## config.mk

```make
export PLATFORM = sky130hd
export DESIGN_NAME = corr_top
export DESIGN_NICKNAME = d
export VERILOG_FILES = /design/src/design/corr_pkg.sv /design/src/design/credit_ingress.sv /design/src/design/sample_ring.sv /design/src/design/pe_array.sv /design/src/design/result_egress.sv /design/src/design/corr_top.sv
export SDC_FILE = /design/constraint.sdc
export NUM_CORES = 2
export LEC_CHECK = 0
export ABC_AREA = 1
export BUFFER_PORTS_ARGS = -buffer_cell sky130_fd_sc_hd__buf_2
export CAP_MARGIN = 0
export CORE_UTILIZATION = 40
export DETAILED_ROUTE_END_ITERATION = 8
export GPL_TIMING_DRIVEN = 1
export HOLD_SLACK_MARGIN = 0.05
export REMOVE_ABC_BUFFERS = 1
export SLEW_MARGIN = 20
export SYNTH_ARGS = -nofsm -noshare
export SYNTH_HDL_FRONTEND = slang
export SYNTH_SLANG_ARGS = --single-unit
```

## constraint.sdc

```tcl
create_clock -name clk -period 23.6 [get_ports clk]
set_clock_uncertainty 0.2 [all_clocks]
set_input_delay 0 -clock clk [delete_from_list [all_inputs] [get_ports clk]]
set_output_delay 0 -clock clk [all_outputs]
set_load 0.05 [all_outputs]
```

## src/design/corr_pkg.sv

```systemverilog
package corr_pkg;

   //////////////////////////////////////////////////
   // widths
   //////////////////////////////////////////////////

   // signed width of one real or imaginary part
   localparam int DATA_WIDTH = 8;

   // largest block length the accumulators are sized for
   localparam int N_MAX = 64;

   // full product of two parts, no rounding
   localparam int PROD_WIDTH = 2 * DATA_WIDTH;

   // product, one bit for the re/im add, log2 of the step count
   localparam int ACC_WIDTH = PROD_WIDTH + 1 + $clog2(N_MAX);

   // pe tag carried with every output beat
   localparam int PE_IDX_WIDTH = 8;

   //////////////////////////////////////////////////
   // types
   //////////////////////////////////////////////////

   // one complex word, samples and coefficients alike
   typedef struct packed {
      logic signed [DATA_WIDTH-1:0] re;
      logic signed [DATA_WIDTH-1:0] im;
   } cplx_t;

   // full precision accumulator pair
   typedef struct packed {
      logic signed [ACC_WIDTH-1:0] re;
      logic signed [ACC_WIDTH-1:0] im;
   } acc_t;

   // output beat, value tagged with its pe
   typedef struct packed {
      logic [PE_IDX_WIDTH-1:0] pe_idx;
      acc_t                    value;
   } result_t;

endpackage

```

## src/design/credit_ingress.sv

```systemverilog
module credit_ingress #(
   parameter int INGRESS_DEPTH = 8
) (
   input  logic            clk,
   input  logic            rst,
   input  logic            in_valid,
   input  corr_pkg::cplx_t in_data,
   output logic            in_credit,
   output logic            fifo_valid,
   output corr_pkg::cplx_t fifo_data,
   input  logic            fifo_pop
);
   import corr_pkg::*;

   localparam int PTR_W = (INGRESS_DEPTH > 1) ? $clog2(INGRESS_DEPTH) : 1;
   localparam int CNT_W = $clog2(INGRESS_DEPTH + 1);

   // circular storage of the words
   cplx_t mem [INGRESS_DEPTH];

   logic [PTR_W-1:0] wr_ptr;
   logic [PTR_W-1:0] rd_ptr;
   logic [CNT_W-1:0] count;
   logic             full;
   logic             wr_en;
   logic             rd_en;

   assign full  = (count == CNT_W'(INGRESS_DEPTH));
   assign wr_en = in_valid && !full;
   assign rd_en = fifo_pop && fifo_valid;

   // count is registered, so valid shows one cycle after the write
   assign fifo_valid = (count != '0);
   assign fifo_data  = mem[rd_ptr];

   always_ff @(posedge clk) begin
      if (wr_en) begin
         mem[wr_ptr] <= in_data;
      end
   end

   //////////////////////////////////////////////////
   // pointers, fill level, credit return
   //////////////////////////////////////////////////
   always_ff @(posedge clk) begin
      if (rst) begin
         wr_ptr    <= '0;
         rd_ptr    <= '0;
         count     <= '0;
         in_credit <= 1'b0;
      end else begin
         if (wr_en) begin
            wr_ptr <= (wr_ptr == PTR_W'(INGRESS_DEPTH - 1)) ? '0 : wr_ptr + 1'b1;
         end
         if (rd_en) begin
            rd_ptr <= (rd_ptr == PTR_W'(INGRESS_DEPTH - 1)) ? '0 : rd_ptr + 1'b1;
         end
         case ({wr_en, rd_en})
            2'b10:   count <= count + 1'b1;
            2'b01:   count <= count - 1'b1;
            default: count <= count;
         endcase
         // one credit back per word that leaves
         in_credit <= rd_en;
      end
   end

   //////////////////////////////////////////////////
   // checks
   //////////////////////////////////////////////////

   // upstream only sends with a credit in hand, so full means it overran
   a_no_overrun : assert property (@(posedge clk) disable iff (rst)
      in_valid |-> !full)
      else $error("credit_ingress: write while full");

   a_no_underrun : assert property (@(posedge clk) disable iff (rst)
      fifo_pop |-> fifo_valid)
      else $error("credit_ingress: pop while empty");

endmodule

```

## src/design/sample_ring.sv

```systemverilog
module sample_ring #(
   parameter int PE_NUM  = 4,
   parameter int REG_NUM = 4
) (
   input  logic                         clk,
   input  logic                         rst,
   input  logic                         fifo_valid,
   input  corr_pkg::cplx_t              fifo_data,
   output logic                         fifo_pop,
   input  logic                         egress_free,
   output logic                         step_valid,
   output logic                         step_first,
   output logic                         step_last,
   output corr_pkg::cplx_t [PE_NUM-1:0] tap_data,
   output corr_pkg::cplx_t              coeff
);
   import corr_pkg::*;

   localparam int N     = PE_NUM * REG_NUM;
   localparam int CNT_W = (N > 1) ? $clog2(N) : 1;

   typedef enum logic [2:0] {
      ST_IDLE,
      ST_LOAD_Y,
      ST_LOAD_H,
      ST_WAIT,
      ST_ROTATE
   } state_t;

   state_t state;
   state_t state_nxt;

   logic [CNT_W-1:0] load_cnt;
   logic [CNT_W-1:0] step_cnt;
   logic             load_last;
   logic             rot_last;

   // ring of N samples, position k holds y[k] after loading
   cplx_t [N-1:0] ring;
   cplx_t         ring_in;
   logic          ring_shift;

   // one coefficient per step
   cplx_t coeff_mem [N];

   assign fifo_pop  = fifo_valid && (state == ST_LOAD_Y || state == ST_LOAD_H);
   assign load_last = (load_cnt == CNT_W'(N - 1));
   assign rot_last  = (step_cnt == CNT_W'(N - 1));

   //////////////////////////////////////////////////
   // fsm
   //////////////////////////////////////////////////
   always_comb begin
      state_nxt = state;
      case (state)
         ST_IDLE:   if (fifo_valid) state_nxt = ST_LOAD_Y;
         ST_LOAD_Y: if (fifo_pop && load_last) state_nxt = ST_LOAD_H;
         // skip wait when the egress is already empty
         ST_LOAD_H: begin
            if (fifo_pop && load_last) begin
               state_nxt = egress_free ? ST_ROTATE : ST_WAIT;
            end
         end
         ST_WAIT:   if (egress_free) state_nxt = ST_ROTATE;
         ST_ROTATE: if (rot_last) state_nxt = ST_IDLE;
         default:   state_nxt = ST_IDLE;
      endcase
   end

   always_ff @(posedge clk) begin
      if (rst) begin
         state    <= ST_IDLE;
         load_cnt <= '0;
         step_cnt <= '0;
      end else begin
         state <= state_nxt;
         // load count runs 0..N-1 once per phase
         if (fifo_pop) begin
            load_cnt <= load_last ? '0 : load_cnt + 1'b1;
         end
         if (state == ST_ROTATE) begin
            step_cnt <= rot_last ? '0 : step_cnt + 1'b1;
         end
      end
   end

   //////////////////////////////////////////////////
   // ring and coefficient store
   //////////////////////////////////////////////////

   // same shift for loading and rotating, top entry is refilled
   assign ring_in    = (state == ST_LOAD_Y) ? fifo_data : ring[0];
   assign ring_shift = (state == ST_LOAD_Y && fifo_pop) || (state == ST_ROTATE);

   always_ff @(posedge clk) begin
      if (ring_shift) begin
         ring <= {ring_in, ring[N-1:1]};
      end
      if (state == ST_LOAD_H && fifo_pop) begin
         coeff_mem[load_cnt] <= fifo_data;
      end
   end

   // after t steps, position k holds y[(k+t) mod N]
   for (genvar p = 0; p < PE_NUM; p++) begin : g_tap
      assign tap_data[p] = ring[p * REG_NUM];
   end

   assign coeff      = coeff_mem[step_cnt];
   assign step_valid = (state == ST_ROTATE);
   assign step_first = step_valid && (step_cnt == '0);
   assign step_last  = step_valid && rot_last;

   // rotation is one unbroken burst of N steps
   a_rot_len : assert property (@(posedge clk) disable iff (rst)
      $rose(step_valid) |-> step_valid [*N] ##1 !step_valid)
      else $error("sample_ring: rotation burst is not N cycles");

endmodule

```

## src/design/pe_array.sv

```systemverilog
module pe_array #(
   parameter int PE_NUM = 4
) (
   input  logic                        clk,
   input  logic                        rst,
   input  logic                        step_valid,
   input  logic                        step_first,
   input  logic                        step_last,
   input  corr_pkg::cplx_t [PE_NUM-1:0] tap_data,
   input  corr_pkg::cplx_t             coeff,
   output logic                        blk_valid,
   output corr_pkg::acc_t [PE_NUM-1:0] blk_data
);
   import corr_pkg::*;

   //////////////////////////////////////////////////
   // mac elements
   //////////////////////////////////////////////////
   for (genvar p = 0; p < PE_NUM; p++) begin : g_pe
      // four partial products, each full width
      logic signed [PROD_WIDTH-1:0] rr;
      logic signed [PROD_WIDTH-1:0] ii;
      logic signed [PROD_WIDTH-1:0] ri;
      logic signed [PROD_WIDTH-1:0] ir;
      // complex product sign extended to accumulator width
      logic signed [ACC_WIDTH-1:0]  prod_re;
      logic signed [ACC_WIDTH-1:0]  prod_im;
      acc_t                         acc_q;

      assign rr = tap_data[p].re * coeff.re;
      assign ii = tap_data[p].im * coeff.im;
      assign ri = tap_data[p].re * coeff.im;
      assign ir = tap_data[p].im * coeff.re;

      // re = ar*br - ai*bi, im = ar*bi + ai*br
      assign prod_re = rr - ii;
      assign prod_im = ri + ir;

      // first step restarts the sum, the rest add on
      always_ff @(posedge clk) begin
         if (step_valid) begin
            if (step_first) begin
               acc_q.re <= prod_re;
               acc_q.im <= prod_im;
            end else begin
               acc_q.re <= acc_q.re + prod_re;
               acc_q.im <= acc_q.im + prod_im;
            end
         end
      end

      assign blk_data[p] = acc_q;
   end

   //////////////////////////////////////////////////
   // block done
   //////////////////////////////////////////////////

   // sums are final the cycle after the last step
   always_ff @(posedge clk) begin
      if (rst) begin
         blk_valid <= 1'b0;
      end else begin
         blk_valid <= step_valid && step_last;
      end
   end

endmodule

```

## src/design/result_egress.sv

```systemverilog
module result_egress #(
   parameter int PE_NUM = 4
) (
   input  logic                        clk,
   input  logic                        rst,
   input  logic                        blk_valid,
   input  corr_pkg::acc_t [PE_NUM-1:0] blk_data,
   output logic                        egress_free,
   output logic                        out_valid,
   output corr_pkg::result_t           out_data,
   input  logic                        out_credit
);
   import corr_pkg::*;

   localparam int IDX_W  = (PE_NUM > 1) ? $clog2(PE_NUM) : 1;
   localparam int CRED_W = 8;

   // holding registers for one block
   acc_t [PE_NUM-1:0] blk_q;
   logic              full;
   logic [IDX_W-1:0]  send_idx;
   logic [CRED_W-1:0] credit_cnt;
   logic              send;
   logic              send_last;

   // one beat per cycle while a credit is held
   assign send      = full && (credit_cnt != '0);
   assign send_last = (send_idx == IDX_W'(PE_NUM - 1));

   // free once the last beat has left the port
   assign egress_free = !full && !out_valid;

   always_ff @(posedge clk) begin
      if (blk_valid) begin
         blk_q <= blk_data;
      end
      if (send) begin
         out_data.pe_idx <= PE_IDX_WIDTH'(send_idx);
         out_data.value  <= blk_q[send_idx];
      end
   end

   //////////////////////////////////////////////////
   // send control and credit count
   //////////////////////////////////////////////////
   always_ff @(posedge clk) begin
      if (rst) begin
         full       <= 1'b0;
         send_idx   <= '0;
         credit_cnt <= '0;
         out_valid  <= 1'b0;
      end else begin
         out_valid  <= send;
         credit_cnt <= credit_cnt + CRED_W'(out_credit) - CRED_W'(send);
         if (blk_valid) begin
            full <= 1'b1;
         end else if (send && send_last) begin
            full <= 1'b0;
         end
         if (send) begin
            send_idx <= send_last ? '0 : send_idx + 1'b1;
         end
      end
   end

   // a grant landing on a saturated counter would be lost
   a_credit_wrap : assert property (@(posedge clk) disable iff (rst)
      (out_credit && !send) |-> (credit_cnt != '1))
      else $error("result_egress: credit counter overflow");

   // ring must wait for egress_free before rotating
   a_no_overwrite : assert property (@(posedge clk) disable iff (rst)
      blk_valid |-> !full)
      else $error("result_egress: block arrived while holding one");

endmodule

```

## src/design/corr_top.sv

```systemverilog
module corr_top #(
   parameter int PE_NUM        = 4,
   parameter int REG_NUM       = 4,
   parameter int INGRESS_DEPTH = 8
) (
   input  logic              clk,
   input  logic              rst,
   input  logic              in_valid,
   input  corr_pkg::cplx_t   in_data,
   output logic              in_credit,
   output logic              out_valid,
   output corr_pkg::result_t out_data,
   input  logic              out_credit
);
   import corr_pkg::*;

   //////////////////////////////////////////////////
   // stage links
   //////////////////////////////////////////////////

   // ingress to ring
   logic  fifo_valid;
   cplx_t fifo_data;
   logic  fifo_pop;

   // ring to pe array
   logic               step_valid;
   logic               step_first;
   logic               step_last;
   cplx_t [PE_NUM-1:0] tap_data;
   cplx_t              coeff;

   // pe array to egress, and egress back to ring
   logic              blk_valid;
   acc_t [PE_NUM-1:0] blk_data;
   logic              egress_free;

   credit_ingress #(
      .INGRESS_DEPTH (INGRESS_DEPTH)
   ) u_ingress (
      .clk        (clk),
      .rst        (rst),
      .in_valid   (in_valid),
      .in_data    (in_data),
      .in_credit  (in_credit),
      .fifo_valid (fifo_valid),
      .fifo_data  (fifo_data),
      .fifo_pop   (fifo_pop)
   );

   sample_ring #(
      .PE_NUM  (PE_NUM),
      .REG_NUM (REG_NUM)
   ) u_ring (
      .clk         (clk),
      .rst         (rst),
      .fifo_valid  (fifo_valid),
      .fifo_data   (fifo_data),
      .fifo_pop    (fifo_pop),
      .egress_free (egress_free),
      .step_valid  (step_valid),
      .step_first  (step_first),
      .step_last   (step_last),
      .tap_data    (tap_data),
      .coeff       (coeff)
   );

   pe_array #(
      .PE_NUM (PE_NUM)
   ) u_pe (
      .clk        (clk),
      .rst        (rst),
      .step_valid (step_valid),
      .step_first (step_first),
      .step_last  (step_last),
      .tap_data   (tap_data),
      .coeff      (coeff),
      .blk_valid  (blk_valid),
      .blk_data   (blk_data)
   );

   result_egress #(
      .PE_NUM (PE_NUM)
   ) u_egress (
      .clk         (clk),
      .rst         (rst),
      .blk_valid   (blk_valid),
      .blk_data    (blk_data),
      .egress_free (egress_free),
      .out_valid   (out_valid),
      .out_data    (out_data),
      .out_credit  (out_credit)
   );

endmodule

```

# After elaboration in Yosys (flattened, before gate mapping)
# Memories as Yosys holds them, arrays and structs flattened. A register that Yosys moved wholly into a read port is not among the register bits.
# Index checks and enable logic that the tools add are counted.
# totals
out_inout_bits	56
n_memories	2
mem_bits_rw	384
ff_bits	707
elab_cells	178
inputBits	20
# classes
n_reduce_logical	24
n_lt_le_gt_ge	1
mux	30
add_sub_neg	25
multipliers	16
n_eq_ne	17
# mem_list
name	depth	word_bits	rd	rd_ports_with_merged_regs	write_ports	line_no	rtl
u_ring.coeff_mem	16	16	1	1	1	sample_ring.sv:44	cplx_t coeff_mem [N];
u_ingress.mem	8	16	1	1	1	credit_ingress.sv:19	cplx_t mem [INGRESS_DEPTH];
# op_table
operator	n
8-bit by 8-bit multiplier with 16-bit output	16
46-bit two-way mux	5
23-bit adder	8
46-bit binary-select mux with 2-bit select	1
16-bit by 16-bit adder with 17-bit output	4
16-bit by 16-bit subtractor with 17-bit output	4
3-bit two-way mux	10
16-bit two-way mux	1
4-bit two-way mux	4
3-bit one-hot mux with 5 select lines	1
4-bit by 1-bit adder with 4-bit output (second input constant)	3
4-bit == test (second input constant)	3
1-bit logical AND	12
3-bit == test (second input constant)	3
8-bit by 1-bit adder with 8-bit output	1
2-bit inequality test (second input constant)	4
4-bit one-hot mux with 2 select lines	1
8-bit nonzero test	1
8-bit by 1-bit subtractor with 8-bit output	1
3-bit by 1-bit adder with 3-bit output (second input constant)	2
3-bit by 2-bit == test with 1-bit output (second input constant)	2
1-bit two-way mux	6
5-bit AND reduction	1
2-bit == test (second input constant)	2
13 further kinds	17

# Longest topological paths before layout
# depth
ltp_word	6
depth_mapped	50
ltp_nobuf	45

# Cells and area by module
# A second synthesis with hierarchy kept.
# unflattened
hier_cells	10806
hier_area_um2	97926.4
# modules_own_cells
mod	instances	area_per_inst_um2	seq_area_each_um2	cells_each
pe_array	1	63556.0	5545.3	8471
sample_ring	1	19573.8	15675.0	1270
result_egress	1	9085.0	7206.9	611
credit_ingress	1	5711.7	4124.0	454

# Least setup slack after synthesis
# Ideal clock, no wire load.
# synth_path
kind	register to register
from	reg u_ring.state[1]
to	reg u_ring.ring[100] (netlist name), enable pin
synth_period_minus_slack_ns	20.155
n_path_buf	1
path_slack_ns	3.445
setup_ns	1.227
t_required_ns	22.173
arrival_time_ns	18.728
path_stages_with_launch	8
cell_sequence	dfxtp_1 -> inv_1 -> nor2_1 -> nand2_1 -> nand2_1 -> nand2_1 -> clkbuf_1 -> o21ai_0
# synth_via
elab_chain_len	5
elab_cells_between_ends	7
cone_classes	eq/ne: 3; reduce/logical: 4
# synth_rtl
element	line_no	rtl
start, declared	sample_ring.sv:30	state_t state;
start signal, assigned	sample_ring.sv:76	state <= state_nxt;
3-bit by 1-bit == test with 1-bit output or 3-bit by 2-bit == test with 1-bit output (tied branches)	sample_ring.sv:46, sample_ring.sv:93	
1-bit logical OR	sample_ring.sv:46	assign fifo_pop = fifo_valid && (state == ST_LOAD_Y || state == ST_LOAD_H);
1-bit logical AND	sample_ring.sv:46	
1-bit logical AND	sample_ring.sv:93	assign ring_shift = (state == ST_LOAD_Y && fifo_pop) || (state == ST_ROTATE);
1-bit logical OR (*)	sample_ring.sv:93	
net u_ring.ring_shift	sample_ring.sv:41	logic ring_shift;
end signal, assigned	sample_ring.sv:97	ring <= {ring_in, ring[N-1:1]};
end, declared	sample_ring.sv:39	cplx_t [N-1:0] ring;
# Mark *: on every way through the listed nets, which the timed path passes. The rest lies on a longest branch.
# A chain may end at the register's enable or synchronous reset.

==> flow_summary_export.csv <==
group,metric,value,unit
placement,portBuffers,69,
global_routing,grt_max_degree,180,
clock_tree,cts-buffers-inserted,116,
sta,min_period,11.33,ns
setup_path,slowest_stage,"buf_4",
global_routing,antenna_found_initial,13,
drt,drtPass1Iterations,6,
final_layout,fin_area,102000,um^2
run_status,status,"finished clean",
drt,drt_wl_total,273000,um
setup_path,end_kind,"register",
job,maxCapViolCount,0,
setup_path,rrSetupSlack,12.27,ns
sta,min_period_over_period,48.0,%
sta,fmax,0.0883,GHz
yosys,yosys_warnings,0,
drt,vias,67423,
yosys,netlist_area,93600,um^2
yosys,avgSynthCellArea,9.67,um^2
setup_path,startpoint_type,"register",
clock_tree,clk_latency,0.80,ns
floorplan,core,233000,um^2
sta,rsz0062_at_grt,"false",
drt,drc_errors,0,
global_routing,grt_pass1_wl,416000,um
placement,gp_congestion,0.921,
sta,slew_violations,0,
clock_tree,cts_htree_levels,3,
yosys,synthFlopType,"edfxtp_1",
drt,routedWlPerCell,21.1,um
floorplan,initial_core_util,40.2,%
drt,viasPerCell,5.21,
global_routing,grt_overflow,0,
hold_path,worstHoldPathType,"reg2reg",
final_layout,layout-drive-gt1-share,4.89,%
clock_tree,clk_pin_slew,0.07,ns
yosys,async_reset_ff_share,0,%
yosys,synth.distinct_cells,54,
placement,hpwlAfterDp,204000,um
clock_tree,clock_sink_count,1098,
final_layout,layout_common_cells,"1,863 x inv_1, 1,400 x nand2_1, 1,226 x nor2_1",
final_layout,final_util,43.6,%
sta,setup_viol,0,
floorplan,die_h,486,um
sta,setup_tns,0,ns
global_routing,grt_pass1_vias,69457,
global_routing,track_usage,23.3,%
setup_path,slowest_delay,0.77,ns
sta,maxSlewHeadroom,28.3,%
floorplan,die_x,486,um
placement,place_area,97200,um^2
yosys,synth-seq-cells,1098,
floorplan,rows,177,
clock_tree,clockRootBuffer,"clkbuf_16",
drt,dr.first_iter.drc_count,5623,
setup_path,timing.critical_path.arrival,11.65,ns
yosys,yosys.area.top_type_share,33.9,%
yosys,synthCells,9684,
sta,finalHoldViolCount,0,
yosys,ys_seq_area_share,34.8,%
setup_path,crit_top_cell,"inv_1",
clock_tree,clk_path_buf_depth,3,
floorplan,dieArea,236000,um^2
sta,worstMarginPinSlew,1.07,ns
yosys,synth.area.top_cells,"edfxtp_1 34%, fa_1 24%, ha_1 8.8%",
floorplan,ios,76,
final_layout,final_common_cell,"inv_1",
clock_tree,cts_tree,"built",
yosys,synth_largest_area_cell,"edfxtp_1",
yosys,synth-edff-count,1056,
final_layout,nNetsFinal,11528,
setup_path,critical_path_class,"reg2reg",
setup_path,crit_fanout,88,
final_layout,synthToLayoutAreaGrowth,8.46,%
setup_path,required,23.93,ns
drt,antenna_left,0,
## per-stage QoR
| step | setup WS [ns] | hold slack (ns) | cells |
|---|---|---|---|
| 2_1_floorplan | 3.49 | -0.133 | 9387 |
| 3_3_place_gp | 12.61 | 0.0591 | 12696 |
| 3_5_place_dp | 12.47 | 0.0680 | 12696 |
| 4_1_cts | 12.45 | 0.197 | 12950 |
| 5_1_grt | 11.44 | 0.203 | 12951 |
| 6_report | 12.27 | 0.205 | 12953 |
## final timing paths
path / to / start / depth (start not counted)
setup / recovery: u_pe.blk_data[181] / register / 40
hold / removal: u_ring.ring[39] / u_ring.ring[55] / 0
setup reg to reg: u_pe.blk_data[181] / register / 40
hold reg to reg: u_ring.ring[39] / u_ring.ring[55] / 0
## layer usage
metal / track usage [%] / part of all wire, %
met1: 31.1 / 42
met3: 4.06 / 7.5
met5: 0 / 0.022
met4: 8.39 / 3.9
met2: 38.0 / 46
## logic make-up after synthesis
family / Yosys count / synth area share, %
flops: 1098 / 34.8
simple gates: 3121 / 13.5
mux: 2 / 0.0240
other cells: 1 / 0.00400
compound gates: 1231 / 7.34
buf+inv: 2221 / 9.39
xor+xnor: 223 / 2.10
fa+ha+maj: 1787 / 32.9
## final cells by class
type	instances	area, um^2
tap	3132	3920
antenna	3	7.51
clock inverter	80	936
sequential	1098	32600
clock buffer	135	3020
timing repair buffer	216	1560
inverter	1919	7220
fill	22233	131000
multi-input combinational	6370	52300
## critical path: cells and delay by family (launching register included)
| kind | cells | cell delay, ns |
|---|---|---|
| adder cells (fa/ha/maj) | 8 | 3.58 |
| buffers and inverters | 12 | 3.53 |
| AND/OR/NAND/NOR | 12 | 2.10 |
| AO/OA/AOI/OAI | 7 | 0.96 |
| flip-flops | 1 | 0.44 |
| XOR/XNOR | 1 | 0.15 |
## flip-flops by register name (all words and copies together), names as in the netlist, named ones only
name and count:
u_egress.blk_q 184, u_egress.credit_cnt 8, u_egress.full 1, u_egress.out_data 48, u_egress.out_valid 1, u_egress.send_idx 2
u_ingress.count 4, u_ingress.in_credit 1, u_ingress.mem 128, u_ingress.rd_ptr 3, u_ingress.wr_ptr 3, u_pe.blk_data 184
u_pe.blk_valid 1, u_ring.coeff_mem 256, u_ring.load_cnt 4, u_ring.ring 192, u_ring.state 3, u_ring.step_cnt 4
u_ring.tap_data 64
## repair_timing
item / in CTS / in global routing
endpoints found under the hold margin: 216 / 0
setup buffers: 0 / 0
resized for setup: 0 / 0
hold buffers: 39 / 0
## cell usage after synthesis (28+ instances only)
| cell type | instances |
|---|---|
| nand4_1 | 43 |
| nor3_1 | 59 |
| o22ai_1 | 83 |
| fa_1 | 1126 |
| clkinv_1 | 33 |
| buf_4 | 55 |
| o21ai_0 | 565 |
| nand2_1 | 1401 |
| o221ai_1 | 43 |
| or2_2 | 28 |
| xor2_1 | 134 |
| edfxtp_1 | 1056 |
| nor2_1 | 1227 |
| clkbuf_1 | 137 |
| dfxtp_1 | 42 |
| buf_1 | 28 |
| inv_1 | 1868 |
| nand3_1 | 273 |
| a31oi_1 | 31 |
| xnor2_1 | 88 |
| a21o_1 | 47 |
| buf_2 | 61 |
| a21oi_1 | 346 |
| ha_1 | 661 |
Power is left out: the tool's default activity adds up to more than one toggle a clock period on the data nets, which glitch-free logic cannot reach.
